[src/verilog/pps_pkg.sv]
/*
 * Shared definitions for the 1PPS timing front end
 *   - timing constants (ticks per second, channel count, slip limit)
 *   - derived widths for phase and channel index values
 *   - phase and channel index types
 *   - channel status enum and tracker phase relation enum
 */

package pps_pkg;

    // Timing constants
    // ====================

    // Stand-in for the real clock frequency
    localparam int TICKS_PER_SECOND = 64;
    localparam int NUM_CHANNELS     = 4;

    // Consecutive one-tick deviations before a slip is adopted
    localparam int SLIP_LIMIT       = 16;

    localparam int PHASE_WIDTH      = $clog2(TICKS_PER_SECOND);
    localparam int CHAN_WIDTH       = $clog2(NUM_CHANNELS);

    // Types
    // ====================

    typedef logic [PHASE_WIDTH-1:0] phase_t;
    typedef logic [CHAN_WIDTH-1:0]  chan_t;

    typedef enum logic {
        CH_LOST   = 1'b0,
        CH_LOCKED = 1'b1
    } ch_status_e;

    // Measured edge against tracked phase
    typedef enum logic [1:0] {
        REL_MATCH = 2'd0,
        REL_EARLY = 2'd1,
        REL_LATE  = 2'd2,
        REL_JUMP  = 2'd3
    } phase_rel_e;

endpackage
[src/verilog/pps_timing_top.sv]
/*
 * 1PPS timing front end top level
 *   - shared second counter
 *   - one phase tracker per PPS input
 *   - source selector and pps_out regeneration
 *   - lock mask and concatenated phases for observation
 */

module pps_timing_top (
    input  logic                                               clk,
    input  logic                                               aresetn,
    input  logic [pps_pkg::NUM_CHANNELS-1:0]                   pps_in,
    output logic                                               pps_out,
    output logic                                               sel_valid,
    output pps_pkg::chan_t                                     sel_channel,
    output pps_pkg::phase_t                                    sel_phase,
    output logic                                               sel_changed,
    output logic [pps_pkg::NUM_CHANNELS-1:0]                   ch_locked,
    output logic [pps_pkg::NUM_CHANNELS*pps_pkg::PHASE_WIDTH-1:0] ch_phase_all
);

    import pps_pkg::*;

    phase_t     second_count;
    ch_status_e ch_status [NUM_CHANNELS];
    phase_t     ch_phase  [NUM_CHANNELS];

    pps_second_counter pps_second_counter_i (
        .clk          (clk),
        .aresetn      (aresetn),
        .second_count (second_count)
    );

    // One tracker per input
    // ====================

    for (genvar i = 0; i < NUM_CHANNELS; i++) begin : g_track
        pps_phase_tracker pps_phase_tracker_i (
            .clk          (clk),
            .aresetn      (aresetn),
            .pps_in       (pps_in[i]),
            .second_count (second_count),
            // Edge strobe only feeds the tracker's own history
            .ch_edge      (),
            .ch_phase     (ch_phase[i]),
            .ch_status    (ch_status[i])
        );

        assign ch_locked[i]                            = (ch_status[i] == CH_LOCKED);
        assign ch_phase_all[i*PHASE_WIDTH +: PHASE_WIDTH] = ch_phase[i];
    end

    pps_source_select pps_source_select_i (
        .clk          (clk),
        .aresetn      (aresetn),
        .second_count (second_count),
        .ch_status    (ch_status),
        .ch_phase     (ch_phase),
        .pps_out      (pps_out),
        .sel_valid    (sel_valid),
        .sel_channel  (sel_channel),
        .sel_phase    (sel_phase),
        .sel_changed  (sel_changed)
    );

endmodule

[src/verilog/pps_source_select.sv]
/*
 * PPS source selector
 *   - priority pick of the lowest-numbered locked channel
 *   - registered selection with change strobe
 *   - pps_out regenerated from the shared second counter
 */

module pps_source_select (
    input  logic                clk,
    input  logic                aresetn,
    input  pps_pkg::phase_t     second_count,
    input  pps_pkg::ch_status_e ch_status [pps_pkg::NUM_CHANNELS],
    input  pps_pkg::phase_t     ch_phase  [pps_pkg::NUM_CHANNELS],
    output logic                pps_out,
    output logic                sel_valid,
    output pps_pkg::chan_t      sel_channel,
    output pps_pkg::phase_t     sel_phase,
    output logic                sel_changed
);

    import pps_pkg::*;

    logic   pick_valid;
    chan_t  pick_channel;
    phase_t pick_phase;

    // Priority encoder
    // ====================

    // Walk down so the lowest locked index wins
    always_comb begin
        pick_valid   = 1'b0;
        pick_channel = '0;
        pick_phase   = '0;
        for (int i = NUM_CHANNELS - 1; i >= 0; i--) begin
            if (ch_status[i] == CH_LOCKED) begin
                pick_valid   = 1'b1;
                pick_channel = chan_t'(i);
                pick_phase   = ch_phase[i];
            end
        end
    end

    // Selection register
    // ====================

    always_ff @(posedge clk) begin
        if (!aresetn) begin
            sel_valid   <= 1'b0;
            sel_channel <= '0;
            sel_phase   <= '0;
            sel_changed <= 1'b0;
        end else begin
            sel_valid   <= pick_valid;
            sel_channel <= pick_channel;
            sel_phase   <= pick_phase;
            // Phase slips on the same channel are not a change
            sel_changed <= (pick_valid != sel_valid) || (pick_channel != sel_channel);
        end
    end

    // Output pulse
    // ====================

    // One cycle after the counter passes the selected phase
    always_ff @(posedge clk) begin
        if (!aresetn) begin
            pps_out <= 1'b0;
        end else begin
            pps_out <= sel_valid && (second_count == sel_phase);
        end
    end

endmodule

[src/verilog/pps_phase_tracker.sv]
/*
 * Per-input PPS phase tracker
 *   - two-flop synchronizer and registered rising edge strobe
 *   - phase relation of each edge against the tracked phase
 *   - slip hysteresis with separate early and late counters
 *   - lock status with missed pulse detection
 */

module pps_phase_tracker (
    input  logic                clk,
    input  logic                aresetn,
    input  logic                pps_in,
    input  pps_pkg::phase_t     second_count,
    output logic                ch_edge,
    output pps_pkg::phase_t     ch_phase,
    output pps_pkg::ch_status_e ch_status
);

    import pps_pkg::*;

    localparam logic [3:0] SLIP_LAST = 4'(SLIP_LIMIT - 1);

    logic       sync_1;
    logic       sync_2;
    logic       sync_d;
    logic [2:0] edge_hist;
    logic [3:0] early_cnt;
    logic [3:0] late_cnt;
    phase_t     phase_early;
    phase_t     phase_late;
    phase_t     phase_miss;
    phase_rel_e rel;

    // Phase arithmetic modulo one second
    function automatic phase_t phase_add(phase_t p, int unsigned n);
        return phase_t'((p + n) % TICKS_PER_SECOND);
    endfunction

    // Synchronizer and edge detect
    // ====================

    // Edge strobe lands 3 cycles after pps_in is first sampled high
    always_ff @(posedge clk) begin
        if (!aresetn) begin
            sync_1  <= 1'b0;
            sync_2  <= 1'b0;
            sync_d  <= 1'b0;
            ch_edge <= 1'b0;
        end else begin
            sync_1  <= pps_in;
            sync_2  <= sync_1;
            sync_d  <= sync_2;
            ch_edge <= sync_2 & ~sync_d;
        end
    end

    // Edges seen in the last three cycles, newest in bit 0
    always_ff @(posedge clk) begin
        if (!aresetn) begin
            edge_hist <= '0;
        end else begin
            edge_hist <= {edge_hist[1:0], ch_edge};
        end
    end

    // Phase classification
    // ====================

    assign phase_early = phase_add(ch_phase, TICKS_PER_SECOND - 1);
    assign phase_late  = phase_add(ch_phase, 1);
    assign phase_miss  = phase_add(ch_phase, 2);

    always_comb begin
        if (second_count == ch_phase) begin
            rel = REL_MATCH;
        end else if (second_count == phase_early) begin
            rel = REL_EARLY;
        end else if (second_count == phase_late) begin
            rel = REL_LATE;
        end else begin
            rel = REL_JUMP;
        end
    end

    // Phase and status update
    // ====================

    always_ff @(posedge clk) begin
        if (!aresetn) begin
            ch_phase  <= '0;
            early_cnt <= '0;
            late_cnt  <= '0;
            ch_status <= CH_LOST;
        end else if (ch_edge) begin
            case (rel)
                REL_MATCH: begin
                    early_cnt <= '0;
                    late_cnt  <= '0;
                    ch_status <= CH_LOCKED;
                end
                REL_EARLY: begin
                    late_cnt  <= '0;
                    ch_status <= CH_LOCKED;
                    if (early_cnt == SLIP_LAST) begin
                        ch_phase  <= second_count;
                        early_cnt <= '0;
                    end else begin
                        early_cnt <= early_cnt + 4'd1;
                    end
                end
                REL_LATE: begin
                    early_cnt <= '0;
                    ch_status <= CH_LOCKED;
                    if (late_cnt == SLIP_LAST) begin
                        ch_phase <= second_count;
                        late_cnt <= '0;
                    end else begin
                        late_cnt <= late_cnt + 4'd1;
                    end
                end
                default: begin
                    // Large jump, take the new phase straight away
                    ch_phase  <= second_count;
                    early_cnt <= '0;
                    late_cnt  <= '0;
                    ch_status <= CH_LOST;
                end
            endcase
        end else if (second_count == phase_miss && edge_hist == 3'b000) begin
            // Window p-1 .. p+1 has passed without an edge
            ch_status <= CH_LOST;
        end
    end

endmodule

[src/verilog/pps_second_counter.sv]
/*
 * Free-running second counter
 *   - wraps from TICKS_PER_SECOND-1 to 0
 *   - common time base for all PPS inputs
 */

module pps_second_counter (
    input  logic            clk,
    input  logic            aresetn,
    output pps_pkg::phase_t second_count
);

    import pps_pkg::*;

    localparam phase_t LAST_TICK = phase_t'(TICKS_PER_SECOND - 1);

    // Held at 0 through reset, so the first cycle after release reads 0
    always_ff @(posedge clk) begin
        if (!aresetn) begin
            second_count <= '0;
        end else if (second_count == LAST_TICK) begin
            second_count <= '0;
        end else begin
            second_count <= second_count + phase_t'(1);
        end
    end

endmodule

[config.mk]
export PLATFORM = sky130hd
export DESIGN_NAME = pps_timing_top
export DESIGN_NICKNAME = d
export VERILOG_FILES = /design/src/verilog/pps_pkg.sv /design/src/verilog/pps_timing_top.sv /design/src/verilog/pps_source_select.sv /design/src/verilog/pps_phase_tracker.sv /design/src/verilog/pps_second_counter.sv
export SDC_FILE = /design/constraint.sdc
export NUM_CORES = 1
export LEC_CHECK = 0
export BUFFER_PORTS_ARGS = -buffer_cell sky130_fd_sc_hd__buf_2
export CAP_MARGIN = 0
export CORE_UTILIZATION = 61
export CTS_CLUSTER_DIAMETER = 40
export DETAILED_ROUTE_END_ITERATION = 8
export PLACE_DENSITY = 0.81
export SLEW_MARGIN = 0
export SYNTH_ARGS = -nofsm -noshare
export SYNTH_HDL_FRONTEND = slang
export SYNTH_SLANG_ARGS = --single-unit
[constraint.sdc]
create_clock -name clk -period 3.2 [get_ports clk]
set_input_delay 0 -clock clk [delete_from_list [all_inputs] [get_ports clk]]
set_output_delay 0 -clock clk [all_outputs]
set_load 0.01 [all_outputs]
After elaboration in Yosys (flattened, before gate mapping)
Index checks and enable logic that the tools add are counted.

Output and inout bits: 39. Flip-flop bits (word level): 105.

Bitwise logic cells: 13. Eq/ne operators: 44. $add $sub $neg: 21. Reductions and logical operators: 27. Muxes and demuxes: 64.

Operators by type and width (number): $eq A6 B6 Y1 (17); $mux W6 (12); $pmux W6 S3 (4); $mux W4 (16); $add A4 B1 Y4 const B (8); $eq A4 B4 Y1 const B (8); $add A6 B1 Y6 const B (5); $add A6 B2 Y6 const B (4); $add A6 B6 Y6 const B (4); $mux W2 (12); $mux W1 (20); $ne A2 B1 Y1 const B (8); $reduce_and A4 Y1 (4); $logic_not A3 Y1 (4); $reduce_or A3 Y1 (4); $not A1 Y1 (9); $eq A2 B1 Y1 const B (4); $eq A2 B2 Y1 const B (4); $logic_not A2 Y1 (4); $reduce_bool A2 Y1 (4); $eq A6 B6 Y1 const B (1); $logic_and A1 B1 Y1 (5); $and A1 B1 Y1 (4); $ne A2 B2 Y1 (1); other kinds (3) (3).

Logic depth before layout (Yosys ltp)
Gate-level depths: netlist (run 1).

Word-level depth: 9. Depth in mapped cells: 10. Mapped depth without buffers: 8.

Cells and area by module
A second synthesis (run 1) with hierarchy kept.

Cell total of the unflattened synthesis: 709. Area, all modules: 6477.5 um^2.

Modules (own cells, without submodules): pps_phase_tracker (times used 4, area an instance 1417.6 um^2, cells an instance 156); pps_source_select (times used 1, area an instance 568.0 um^2, cells an instance 58); pps_second_counter (times used 1, area an instance 239.0 um^2, cells an instance 27).

Worst setup path after synthesis (run 1)
Ideal clock, no wire load.

Path type: flip-flop to flip-flop. Start: register g_track[3].pps_phase_tracker_i.ch_phase[0]. End: register g_track[3].pps_phase_tracker_i.ch_phase[1]. Slack: 910 ps. Stages on the path, launching flop included: 10. Arrival: 2219 ps. Path buffers: 2. Path through: dfxtp_1 buf_2 inv_1 ha_1 xnor2_1 o311ai_0 nor4bb_2 a211o_1 buf_6 mux2i_1.

Word-level cells in the longest chain between the ends: 8. Elaborated cells on any way between the ends: 16.

RTL lines: start: declaration (RTL line pps_phase_tracker.sv:15) `output pps_pkg::phase_t ch_phase,`; start signal: assignment (RTL line pps_phase_tracker.sv:105) `ch_phase <= second_count;`; start signal: assignment (RTL line pps_phase_tracker.sv:115) `ch_phase <= second_count;`; start signal: assignment (RTL line pps_phase_tracker.sv:123) `ch_phase <= second_count;`; $add A6 B1 Y6 (RTL line pps_phase_tracker.sv:36) `return phase_t'((p + n) % TICKS_PER_SECOND);`; $eq A6 B6 Y1 (RTL line pps_phase_tracker.sv:78) `end else if (second_count == phase_late) begin`; $mux W1 (RTL line pps_phase_tracker.sv:78); $mux W2 (RTL line pps_phase_tracker.sv:76) `end else if (second_count == phase_early) begin`; $mux W2 * (RTL line pps_phase_tracker.sv:74) `if (second_count == ch_phase) begin`; $eq A2 B2 Y1 (tied with other cells) (RTL line pps_phase_tracker.sv:95) `case (rel)`; $ne A2 B1 Y1 (no line) / $not A1 Y1 (equally long branches); $reduce_and A4 Y1 (no line).

Mark *: on every way between the ends. The rest lies on a longest branch, timed or not. A chain may end at the register's enable or synchronous reset.

Final worst setup path (run 1)
Start: register pps_second_counter_i.second_count[4]. End: register g_track[1].pps_phase_tracker_i.ch_phase[4].

Word-level cells in the longest chain between the ends: 7. Elaborated cells on any way between the ends: 16.

RTL lines: start: declaration (RTL line pps_second_counter.sv:10) `output pps_pkg::phase_t second_count`; start signal: assignment (RTL line pps_second_counter.sv:24) `second_count <= second_count + phase_t'(1);`; $eq A6 B6 Y1 (RTL line pps_phase_tracker.sv:78); $mux W1 (RTL line pps_phase_tracker.sv:78); $mux W2 (RTL line pps_phase_tracker.sv:76); $mux W2 (RTL line pps_phase_tracker.sv:74); $eq A2 B2 Y1 (tied with other cells) (RTL line pps_phase_tracker.sv:95); $ne A2 B1 Y1 (no line) / $not A1 Y1 (equally long branches); $reduce_and A4 Y1 (no line); end signal: assignment (RTL line pps_phase_tracker.sv:105); end signal: assignment (RTL line pps_phase_tracker.sv:115); end signal: assignment (RTL line pps_phase_tracker.sv:123); end: declaration (RTL line pps_phase_tracker.sv:15).

Parallel ways exist; a longest one is shown, timed or not. The select of a mux whose other input is x is not followed.

==> results of run 1 <==
[worst min-delay path by stage]
stage / start / endpoint / slack (ns) / depth (start not counted)
after floorplan: pps_in[0] / g_track[0].pps_phase_tracker_i.sync_1 / 0.13 / 1
after global placement: pps_in[3] / g_track[3].pps_phase_tracker_i.sync_1 / 0.21 / 2
after detailed placement: pps_in[1] / g_track[1].pps_phase_tracker_i.sync_1 / 0.21 / 2
after CTS: aresetn / g_track[1].pps_phase_tracker_i.late_cnt[0] / 0.1 / 3
after global routing: aresetn / g_track[1].pps_phase_tracker_i.late_cnt[0] / 0.13 / 3
final: aresetn / g_track[1].pps_phase_tracker_i.late_cnt[0] / 0.12 / 3
[cell families after synthesis]
kind of cell    after synthesis
mux                          24
flops                       105
xor+xnor                     69
simple gates                288
fa+ha+maj                    25
buf+inv                      82
compound gates              128
[metal layers]
layer  wire length, um  vias to the layer above  global-route usage (%)
li1                  -                     2537                       -
met2              7190                      150                    49.7
met3               823                       13                    5.51
met1              6380                     2504                    36.0
met4               152                        0                    9.32
met5                 0                        -                       0
[Yosys cell counts (24+ instances only)]
| master | number |
|---|---|
| mux2i_1 | 24 |
| ha_1 | 25 |
| xnor2_1 | 40 |
| dfxtp_1 | 105 |
| o21ai_0 | 26 |
| clkbuf_1 | 25 |
| a21oi_1 | 41 |
| nand3_1 | 35 |
| nand2_1 | 80 |
| inv_1 | 24 |
| nor2_1 | 26 |
| and2_1 | 39 |
[registers in the layout, summed over array words and instances, names as in the netlist]
register                               flops
g_track.pps_phase_tracker_i.ch_edge        4
g_track.pps_phase_tracker_i.ch_phase      24
g_track.pps_phase_tracker_i.ch_status      4
g_track.pps_phase_tracker_i.early_cnt     16
g_track.pps_phase_tracker_i.edge_hist     12
g_track.pps_phase_tracker_i.late_cnt      16
g_track.pps_phase_tracker_i.sync_1         4
g_track.pps_phase_tracker_i.sync_2         4
g_track.pps_phase_tracker_i.sync_d         4
pps_second_counter_i.second_count          6
pps_source_select_i.pps_out                1
pps_source_select_i.sel_changed            1
pps_source_select_i.sel_channel            2
pps_source_select_i.sel_phase              6
pps_source_select_i.sel_valid              1
[critical path, cell delays in order (launching register included)]
cell,delay (ns)
dfxtp_1,0.76
xnor2_2,0.25
nor4b_2,0.29
a31oi_1,0.11
nor4b_4,0.48
a221o_1,0.49
mux2i_1,0.24
[cells in the final DEF, fill, tap and decap left out, drive strengths merged, types with 13 or more instances in the layout]
cell type / instances
dfxtp: 105
nand2: 80
buf: 56
xnor2: 44
a21oi: 42
and2: 39
nand3: 35
o21ai: 27
nor2: 26
inv: 26
ha: 25
mux2i: 24
xor2: 24
nand2b: 19
nor3: 14
nand4: 13
[power groups by stage]
stage               Combinational (mW)  Clock [mW]  Sequential, mW
finish                           0.210       0.769            1.36
detailed placement               0.205           0            1.39
global route                     0.230       0.838            1.36
CTS                              0.209       0.784            1.36
floorplan                        0.182           0            1.37
global placement                 0.198           0            1.39
[stage by stage]
stage	power [mW]	hold slack, ns	worst slack [ns]
5_1_grt	2.43	0.125	0.266
4_1_cts	2.35	0.0999	0.508
6_report	2.34	0.120	0.476
3_5_place_dp	1.59	0.212	0.524
3_3_place_gp	1.59	0.207	0.634
2_1_floorplan	1.55	0.127	0.910
[area by class of cell]
| cell class | count | area, sq um |
|---|---|---|
| fill | 802 | 3310 |
| clock buffer | 10 | 128 |
| timing repair buffer | 60 | 350 |
| tap | 133 | 166 |
| sequential | 105 | 2100 |
| inverter | 25 | 93.8 |
| multi-input combinational | 534 | 3670 |
| clock inverter | 6 | 51.3 |
[what timing repair did]
action / in CTS / in global routing
hold buffers: 4 / 0
hold endpoints to repair: 4 / 0
buffers inserted: 0 / 0
==> reports/summary.txt, run 1 <==
Syn Nets = 752
Yosys cell types = 70
Synth Flop Type = dfxtp_1
Core area = 9860 sq um
Ant. Diodes = 0
Worst reg2reg endpoint = g_track[1].pps_phase_tracker_i.ch_phase[4]
CTS root buf = clkbuf_8
Final nets = 766
P_sw = 0.630 mW
Mapped cell area = 6260 sq um
Sw frac = 26.9%
CP Class = reg2reg
Via count = 5,204
Crit path to = g_track[1].pps_phase_tracker_i.ch_phase[4]
CTS tree = yes
Post-synth ARST share = 0%
Final worst-path cycle share = 85.1%
Syn avg cell area = 8.68 sq um
CP Launch Point = pps_second_counter_i.second_count[4]
Tmin final = 2.72 ns
DIE HEIGHT = 103 um
Final ANT Viol Nets = 0
Hold Fails Final Rpt = 0
Global placement routability congestion = 0.939
Post-CTS sizing = 0
Flop pwr share = 58.1%
Cell Rows = 36
Initial DRT Pass Iterations = 5
Hold crit path type = in2reg
CP Max Fanout = 11
Logic pwr share = 9.0%
Final setup viols = 0
XOR/XNOR Fraction of Synth Area = 10.5%
CP Capture Type = register
Synth top area cells = dfxtp_1, xnor2_1, ha_1
# DRC = 0
Highest Clock Rate = 0.367 GHz
Max-cap viol count = 0
Register-to-register setup slack = 0.48 ns
Clock skew = 0.00697 ns
H-tree depth = 3
Initial DRC count = 311
Post-Route Setup TNS = 0 ns
CTS clk-pin slew, worst paths = 0.10 ns
Io pins = 45
Die area = 10,700 sq um
Number of global-route vias before repair = 4,818
Final Slew Violations = 0
Static Leak = 2.57 nW
Max_slew headroom = 48.6%
First-pass GRT wire length = 23,500 um
Area leader, netlist = dfxtp_1
Max VDD drop = 292 uV
Max Buffers Root-to-Sink = 2
PortBufs = 44
CP Data Arrival Time = 3.02 ns
Cells after synthesis = 721
Routed WL = 14,500 um
Power Dens Cells = 357 nW/um^2
Total CTS buffers = 9
WP data required = 3.50 ns
Adder-Cell Fraction of Synth Area = 5.00%
Synthesis Warnings = 0
RSZ-0062 raised after global routing = no
Clk sink count = 105
Yosys reg bits = 105
Startpoint Class = register
Largest family of logic cells by synthesized area = simple AND/OR/NAND/NOR gates
Starting Density = 63.5%
Fin area = 6560 sq um
Clock power frac = 32.9%
Internal Power = 1.71 mW
Gr usage total = 28.7%
Layout Area Growth over Synthesis = 4.78%
Dpl cells = 853
Share of layout cells above drive strength 1 = 12.2%
Global route total overflow = 0
R2R cell count = 6
Pin count of the biggest net entering global routing = 74
Estimated wirelength of the detail-placed design = 10,300 um
Status = finished, final reports clean
Routed vias/inst = 5.96
Area share of and/or/nand/nor cells after synthesis = 25.8%
Skew-Pair Late Insertion Delay = 0.37 ns
Least-Margin Pin Slew = 0.769 ns
Die width = 103 um
Initial antenna violation count = 0
Post-synth EDFFs = 0
Non-Filler Instances = 873
Post-route core utilization = 66.5%
Post-synthesis compound-gate area fraction = 13.5%
Register area share after synthesis = 33.6%
Dpl cell area = 6340 sq um
Post-synthesis mux area share = 3.84%
FF-to-FF Start = pps_second_counter_i.second_count[4]
Routed wire per std cell = 16.7 um
Share of the synthesized area in the top cell type = 33.6%
(Power assumes the default switching activity.)
==> inputs of run 2 (changes only) <==
--- a/config.mk
+++ b/config.mk
@@ -7,9 +7,11 @@
 export LEC_CHECK = 0
 export BUFFER_PORTS_ARGS = -buffer_cell sky130_fd_sc_hd__buf_2
 export CAP_MARGIN = 0
+export CORE_MARGIN = 5
 export CORE_UTILIZATION = 61
 export CTS_CLUSTER_DIAMETER = 40
 export DETAILED_ROUTE_END_ITERATION = 8
+export GPL_TIMING_DRIVEN = 0
 export PLACE_DENSITY = 0.81
 export SLEW_MARGIN = 0
 export SYNTH_ARGS = -nofsm -noshare
==> reports/summary.txt, run 2 (same netlist as run 1, synthesis figures left out) <==
Dpl cell area = 6650 sq um (+4.8%)
Tmin final = 2.78 ns (+0.0528 ns)
Gr usage total = 26.9% (-1.8 points)
Least-Margin Pin Slew = 0.670 ns (-0.0998 ns)
Post-route core utilization = 67.5% (+0.98 points)
FF-to-FF Start = g_track[2].pps_phase_tracker_i.ch_phase[1]
Initial DRC count = 537 (+73%)
Estimated wirelength of the detail-placed design = 12,200 um (+18%)
Most flops, register = g_track.pps_phase_tracker_i.ch_phase
Initial antenna violation count = 0 (unchanged)
Final ANT Viol Nets = 0 (unchanged)
Multi-input gate area in the final layout = 3670 sq um (unchanged)
Status = finished, final reports clean
Max Buffers Root-to-Sink = 2 (unchanged)
Total power draw = 2.40 mW (+2.7%)
Number of global-route vias before repair = 5,443 (+13%)
CP max stage delay = 0.60 ns (-0.16 ns)
Share of layout cells above drive strength 1 = 13.6% (+1.5 points)
Final nets = 810 (+5.7%)
Final setup viols = 0 (unchanged)
Worst reg2reg endpoint = g_track[2].pps_phase_tracker_i.ch_phase[0]
Skew-Pair Late Insertion Delay = 0.39 ns (+0.02 ns)
Static Leak = 2.72 nW (+5.9%)
Final Slew Violations = 0 (unchanged)
Post-CTS sizing = 0 (unchanged)
Post-CTS Repair Setup Buffers = 0 (unchanged)
Max_slew headroom = 54.7% (+6.1 points)
R2R cell count = 8 (+2)
Pin count of the biggest net entering global routing = 20 (-73%)
CTS clk-pin slew, worst paths = 0.11 ns (about the same)
Fin area = 6870 sq um (+4.8%)
Clock skew = 0.0125 ns (+0.00550 ns)
Startpoint Class = register
RSZ-0062 raised after global routing = no
CP Data Arrival Time = 3.08 ns (+0.06 ns)
CTS tree = yes
Io pins = 45 (unchanged)
CP Capture Type = register
H-tree depth = 3 (unchanged)
Max reg flops = 24 (unchanged)
DIE HEIGHT = 111 um (+7.7%)
WP data required = 3.51 ns (about the same)
Global placement routability congestion = 0.887 (-5.5%)
Via count = 5,529 (+6.2%)
Commonest non-fill, non-tap cell in the layout = dfxtp_1
Layout Area Growth over Synthesis = 9.77%
Fillcell total = 867 (+8.1%)
Clk sink count = 105 (unchanged)
Global route total overflow = 0 (unchanged)
Power Dens Cells = 350 nW/um^2 (-2.0%)
Final worst-path cycle share = 86.8% (+1.6 points)
Crit-path cells = inv_1 -> ha_1 -> xnor2_1 -> o221ai_1 -> nor4_2 -> a221o_1 -> buf_6 -> mux2i_1
CP max stage cell = nor4_2
Crit path to = g_track[2].pps_phase_tracker_i.ch_phase[0]
Ant. Diodes = 0 (unchanged)
Initial DRT Pass Iterations = 6 (+1)
First-pass GRT wire length = 27,000 um (+15%)
CP Class = reg2reg
Die width = 111 um (+7.7%)
Routed wire per std cell = 18.0 um (+8.0%)
Register-to-register setup slack = 0.42 ns (-0.05 ns)
Highest Clock Rate = 0.360 GHz (-1.9%)
Post-Route Setup TNS = 0 ns (unchanged)
Die area = 12,400 sq um (+16%)
Most frequent cells in the layout = dfxtp_1, nand2_1, buf_2
Routed WL = 16,600 um (+14%)
CP Launch Point = g_track[2].pps_phase_tracker_i.ch_phase[1]
Max-cap viol count = 0 (unchanged)
Starting Density = 61.5% (-2.0 points)
Routed vias/inst = 6.01 (+0.82%)
CTS root buf = clkbuf_8
Total CTS buffers = 9 (unchanged)
Core area = 10,200 sq um (+3.2%)
# DRC = 0 (unchanged)
PortBufs = 43 (-2.3%)
Hold crit path type = in2reg
FF+latch area = 2100 sq um (unchanged)
Hold depth = 3 (unchanged)
Biggest registers after layout = g_track.pps_phase_tracker_i.ch_phase x24, g_track.pps_phase_tracker_i.early_cnt x16, g_track.pps_phase_tracker_i.late_cnt x16
Hold Fails Final Rpt = 0 (unchanged)
Max VDD drop = 304 uV (+3.9%)
Cell Rows = 37 (+2.8%)
CP Max Fanout = 7 (-4)
[run 2: worst min-delay path by stage]
stage          slack, ns       from                                         end
5_1_grt             0.06    aresetn  g_track[1].pps_phase_tracker_i.ch_phase[5]
3_3_place_gp        0.20  pps_in[3]       g_track[3].pps_phase_tracker_i.sync_1
6_report            0.02    aresetn        pps_second_counter_i.second_count[1]
3_5_place_dp        0.21  pps_in[3]       g_track[3].pps_phase_tracker_i.sync_1
2_1_floorplan       0.13  pps_in[0]       g_track[0].pps_phase_tracker_i.sync_1
4_1_cts             0.02    aresetn        pps_second_counter_i.second_count[1]
[run 2: repair_timing]
item	in CTS	in global routing
hold buffers	4	0
endpoints found under the hold margin	4	0
setup endpoints to repair	0	0
[run 2: metal layers]
layer  share of wire, %  global-route usage, %  up-vias
li1                   -                      -     2625
met2                 48                   45.4      219
met1                 42                   33.4     2639
met3                6.9                   6.11       46
met5                  0                      0        -
met4                3.6                   10.6        0
[run 2: where the power goes]
part           internal, mW  switching, mW
clock                 0.299          0.506
combinational         0.104          0.155
sequential             1.33         0.0132
[run 2: per-stage QoR]
step / hold slack [ns] / instances / setup slack (ns)
after CTS: 0.0183 / 920 / 0.471
after global routing: 0.0552 / 920 / 0.258
final: 0.0222 / 920 / 0.423
after detailed placement: 0.210 / 900 / 0.507
after global placement: 0.205 / 900 / 0.528
after floorplan: 0.127 / 721 / 0.910
[run 2: area by class of cell]
type,count,area share (%)
clock buffer,10,1.86
inverter,25,1.37
multi-input combinational,534,53.4
timing repair buffer,47,3.71
clock inverter,6,0.856
tap,136,2.48
sequential,105,30.6
buffer,57,5.77
[run 2: worst max-delay path: cells and delay by family, from the launching register on]
| kind | cells | cell delay, ns |
|---|---|---|
| adders and majority gates | 1 | 0.32 |
| DFF | 1 | 0.52 |
| muxes | 1 | 0.22 |
| buffers and inverters | 2 | 0.31 |
| xor gates and xnor gates | 1 | 0.25 |
| and+or+nand+nor | 1 | 0.60 |
| AOI/OAI and AO/OA | 2 | 0.47 |
==> inputs of run 3 (changes only) <==
==> constraint.sdc (replaced) <==
create_clock -name clk -period 2.82 [get_ports clk]
set_input_delay 0 -clock clk [delete_from_list [all_inputs] [get_ports clk]]
set_output_delay 0 -clock clk [all_outputs]
set_load 0.01 [all_outputs]
==> reports/summary.txt, run 3 (same netlist as run 1, synthesis figures left out) <==
Final ANT Viol Nets = 0 (unchanged)
Via count = 5,535 (+0.11%)
Max layer used = met4
CTS tree = yes
Global route total overflow = 0 (unchanged)
Initial DRC count = 492 (-8.4%)
CP Class = reg2reg
Status = finished, final reports clean
RSZ-0062 raised after global routing = no
Max_slew headroom = 57.4% (+2.7 points)
Fillcell total = 865 (-0.23%)
Post-Route Setup TNS = 0 ns (unchanged)
H-tree depth = 3 (unchanged)
Max VDD drop = 347 uV (+14%)
Final nets = 811 (+0.12%)
CTS clk-pin slew, worst paths = 0.11 ns (about the same)
Clk sink count = 105 (unchanged)
CTS root buf = clkbuf_8
CP Max Fanout = 7 (unchanged)
Startpoint Class = register
Least-Margin Pin Slew = 0.639 ns (-0.0303 ns)
Routed WL = 16,500 um (-0.10%)
Ant. Diodes = 0 (unchanged)
Hold crit path type = in2reg
Share of layout cells above drive strength 1 = 13.8% (+0.11 points)
First-pass GRT wire length = 27,000 um (unchanged)
Final Slew Violations = 0 (unchanged)
Metal-1 WL = 6900 um (-0.39%)
Max reg flops = 24 (unchanged)
Most frequent cells in the layout = dfxtp_1, nand2_1, buf_2
Post-route core utilization = 67.7% (+0.25 points)
Number of global-route vias before repair = 5,443 (unchanged)
Most flops, register = g_track.pps_phase_tracker_i.ch_phase
Skew-Pair Late Insertion Delay = 0.39 ns (about the same)
WL met2 = 7870 um (-0.41%)
Final worst-path cycle share = 97.2% (+10 points)
Clock skew = 0.0120 ns (-0.000467 ns)
Max-cap viol count = 0 (unchanged)
Biggest registers after layout = g_track.pps_phase_tracker_i.ch_phase x24, g_track.pps_phase_tracker_i.early_cnt x16, g_track.pps_phase_tracker_i.late_cnt x16
Routed wire per std cell = 18.0 um (-0.21%)
Commonest non-fill, non-tap cell in the layout = dfxtp_1
Estimated wirelength of the detail-placed design = 12,200 um (unchanged)
WP data required = 3.13 ns (-0.38 ns)
Initial DRT Pass Iterations = 5 (-1)
Power Dens Cells = 395 nW/um^2 (+13%)
Multi-input gate area in the final layout = 3680 sq um (+0.48%)
Tmin final = 2.74 ns (-0.0345 ns)
Die area = 12,400 sq um (unchanged)
Gr usage total = 26.9% (unchanged)
Die width = 111 um (unchanged)
Highest Clock Rate = 0.365 GHz (+1.3%)
Pin count of the biggest net entering global routing = 20 (unchanged)
Hold Fails Final Rpt = 0 (unchanged)
Met3 WL = 1130 um (-1.5%)
Total CTS buffers = 9 (unchanged)
Max Buffers Root-to-Sink = 2 (unchanged)
Static Leak = 2.74 nW (+0.56%)
Io pins = 45 (unchanged)
Layout Area Growth over Synthesis = 10.2%
Starting Density = 61.5% (unchanged)
CP Data Arrival Time = 3.05 ns (-0.03 ns)
PortBufs = 43 (unchanged)
FF+latch area = 2100 sq um (unchanged)
# DRC = 0 (unchanged)
Routed vias/inst = 6.01 (about the same)
CP Capture Type = register
Global placement routability congestion = 0.887 (unchanged)
Final setup viols = 0 (unchanged)
Initial antenna violation count = 0 (unchanged)
Core area = 10,200 sq um (unchanged)
Cell Rows = 37 (unchanged)
DIE HEIGHT = 111 um (unchanged)
run 3: cell type report:
class                      count  share of cell area (%)
clock buffer                  10                    1.85
buffer                        57                    5.75
sequential                   105                    30.5
inverter                      25                    1.36
clock inverter                 6                   0.853
timing repair buffer          48                    3.81
multi-input combinational    534                    53.4
tap                          136                    2.47
run 3: metrics by stage:
stage                     cells  worst slack, ns  hold WS, ns  power [mW]  instance area (sq um)
after detailed placement    900            0.127        0.210        1.84                   6650
after global placement      900            0.148        0.205        1.83                   6650
after CTS                   920           0.0910       0.0183        2.72                   6870
after global routing        921           0.0497       0.0552        2.83                   6900
final                       921           0.0778       0.0229        2.73                   6900
after floorplan             721            0.530        0.127        1.76                   6260
run 3: path summary, 6_finish.rpt:
check                                              from                                    endpoint  slack [ns]  cells after the start
max          g_track[2].pps_phase_tracker_i.ch_phase[1]  g_track[2].pps_phase_tracker_i.ch_phase[1]        0.08                      8
min                                             aresetn        pps_second_counter_i.second_count[1]        0.02                      3
max reg2reg  g_track[2].pps_phase_tracker_i.ch_phase[1]  g_track[2].pps_phase_tracker_i.ch_phase[1]        0.08                      8
min reg2reg       g_track[3].pps_phase_tracker_i.sync_d      g_track[3].pps_phase_tracker_i.ch_edge        0.39                      1
run 3: metal layers:
layer	vias to the layer above	GRT usage (%)
li1	2628	-
met1	2612	33.4
met2	241	45.4
met3	54	6.11
met4	0	10.6
met5	-	0
run 3: critical path: stages, from the launching register on:
cell	delay, ns
dfxtp_1	0.53
inv_1	0.16
ha_1	0.32
xnor2_1	0.28
o221ai_1	0.25
nor4_4	0.48
a221o_1	0.25
buf_6	0.15
mux2i_1	0.24
run 3: report_power, final:
group / total [mW] / leakage [nW] / internal, mW / switching [mW]
Sequential: 1.52 / 0.850 / 1.50 / 0.0151
Clock: 0.908 / 0.0902 / 0.339 / 0.569
Combinational: 0.300 / 1.80 / 0.121 / 0.179
Total: 2.73 / 2.74 / 1.96 / 0.763
run 3: what timing repair did:
item                                    4_1_cts  5_1_grt
endpoints found under the setup margin        0       18
gates resized for setup                       0        2
buffers inserted                              0        1
hold buffers                                  4        0
endpoints found under the hold margin         4        0
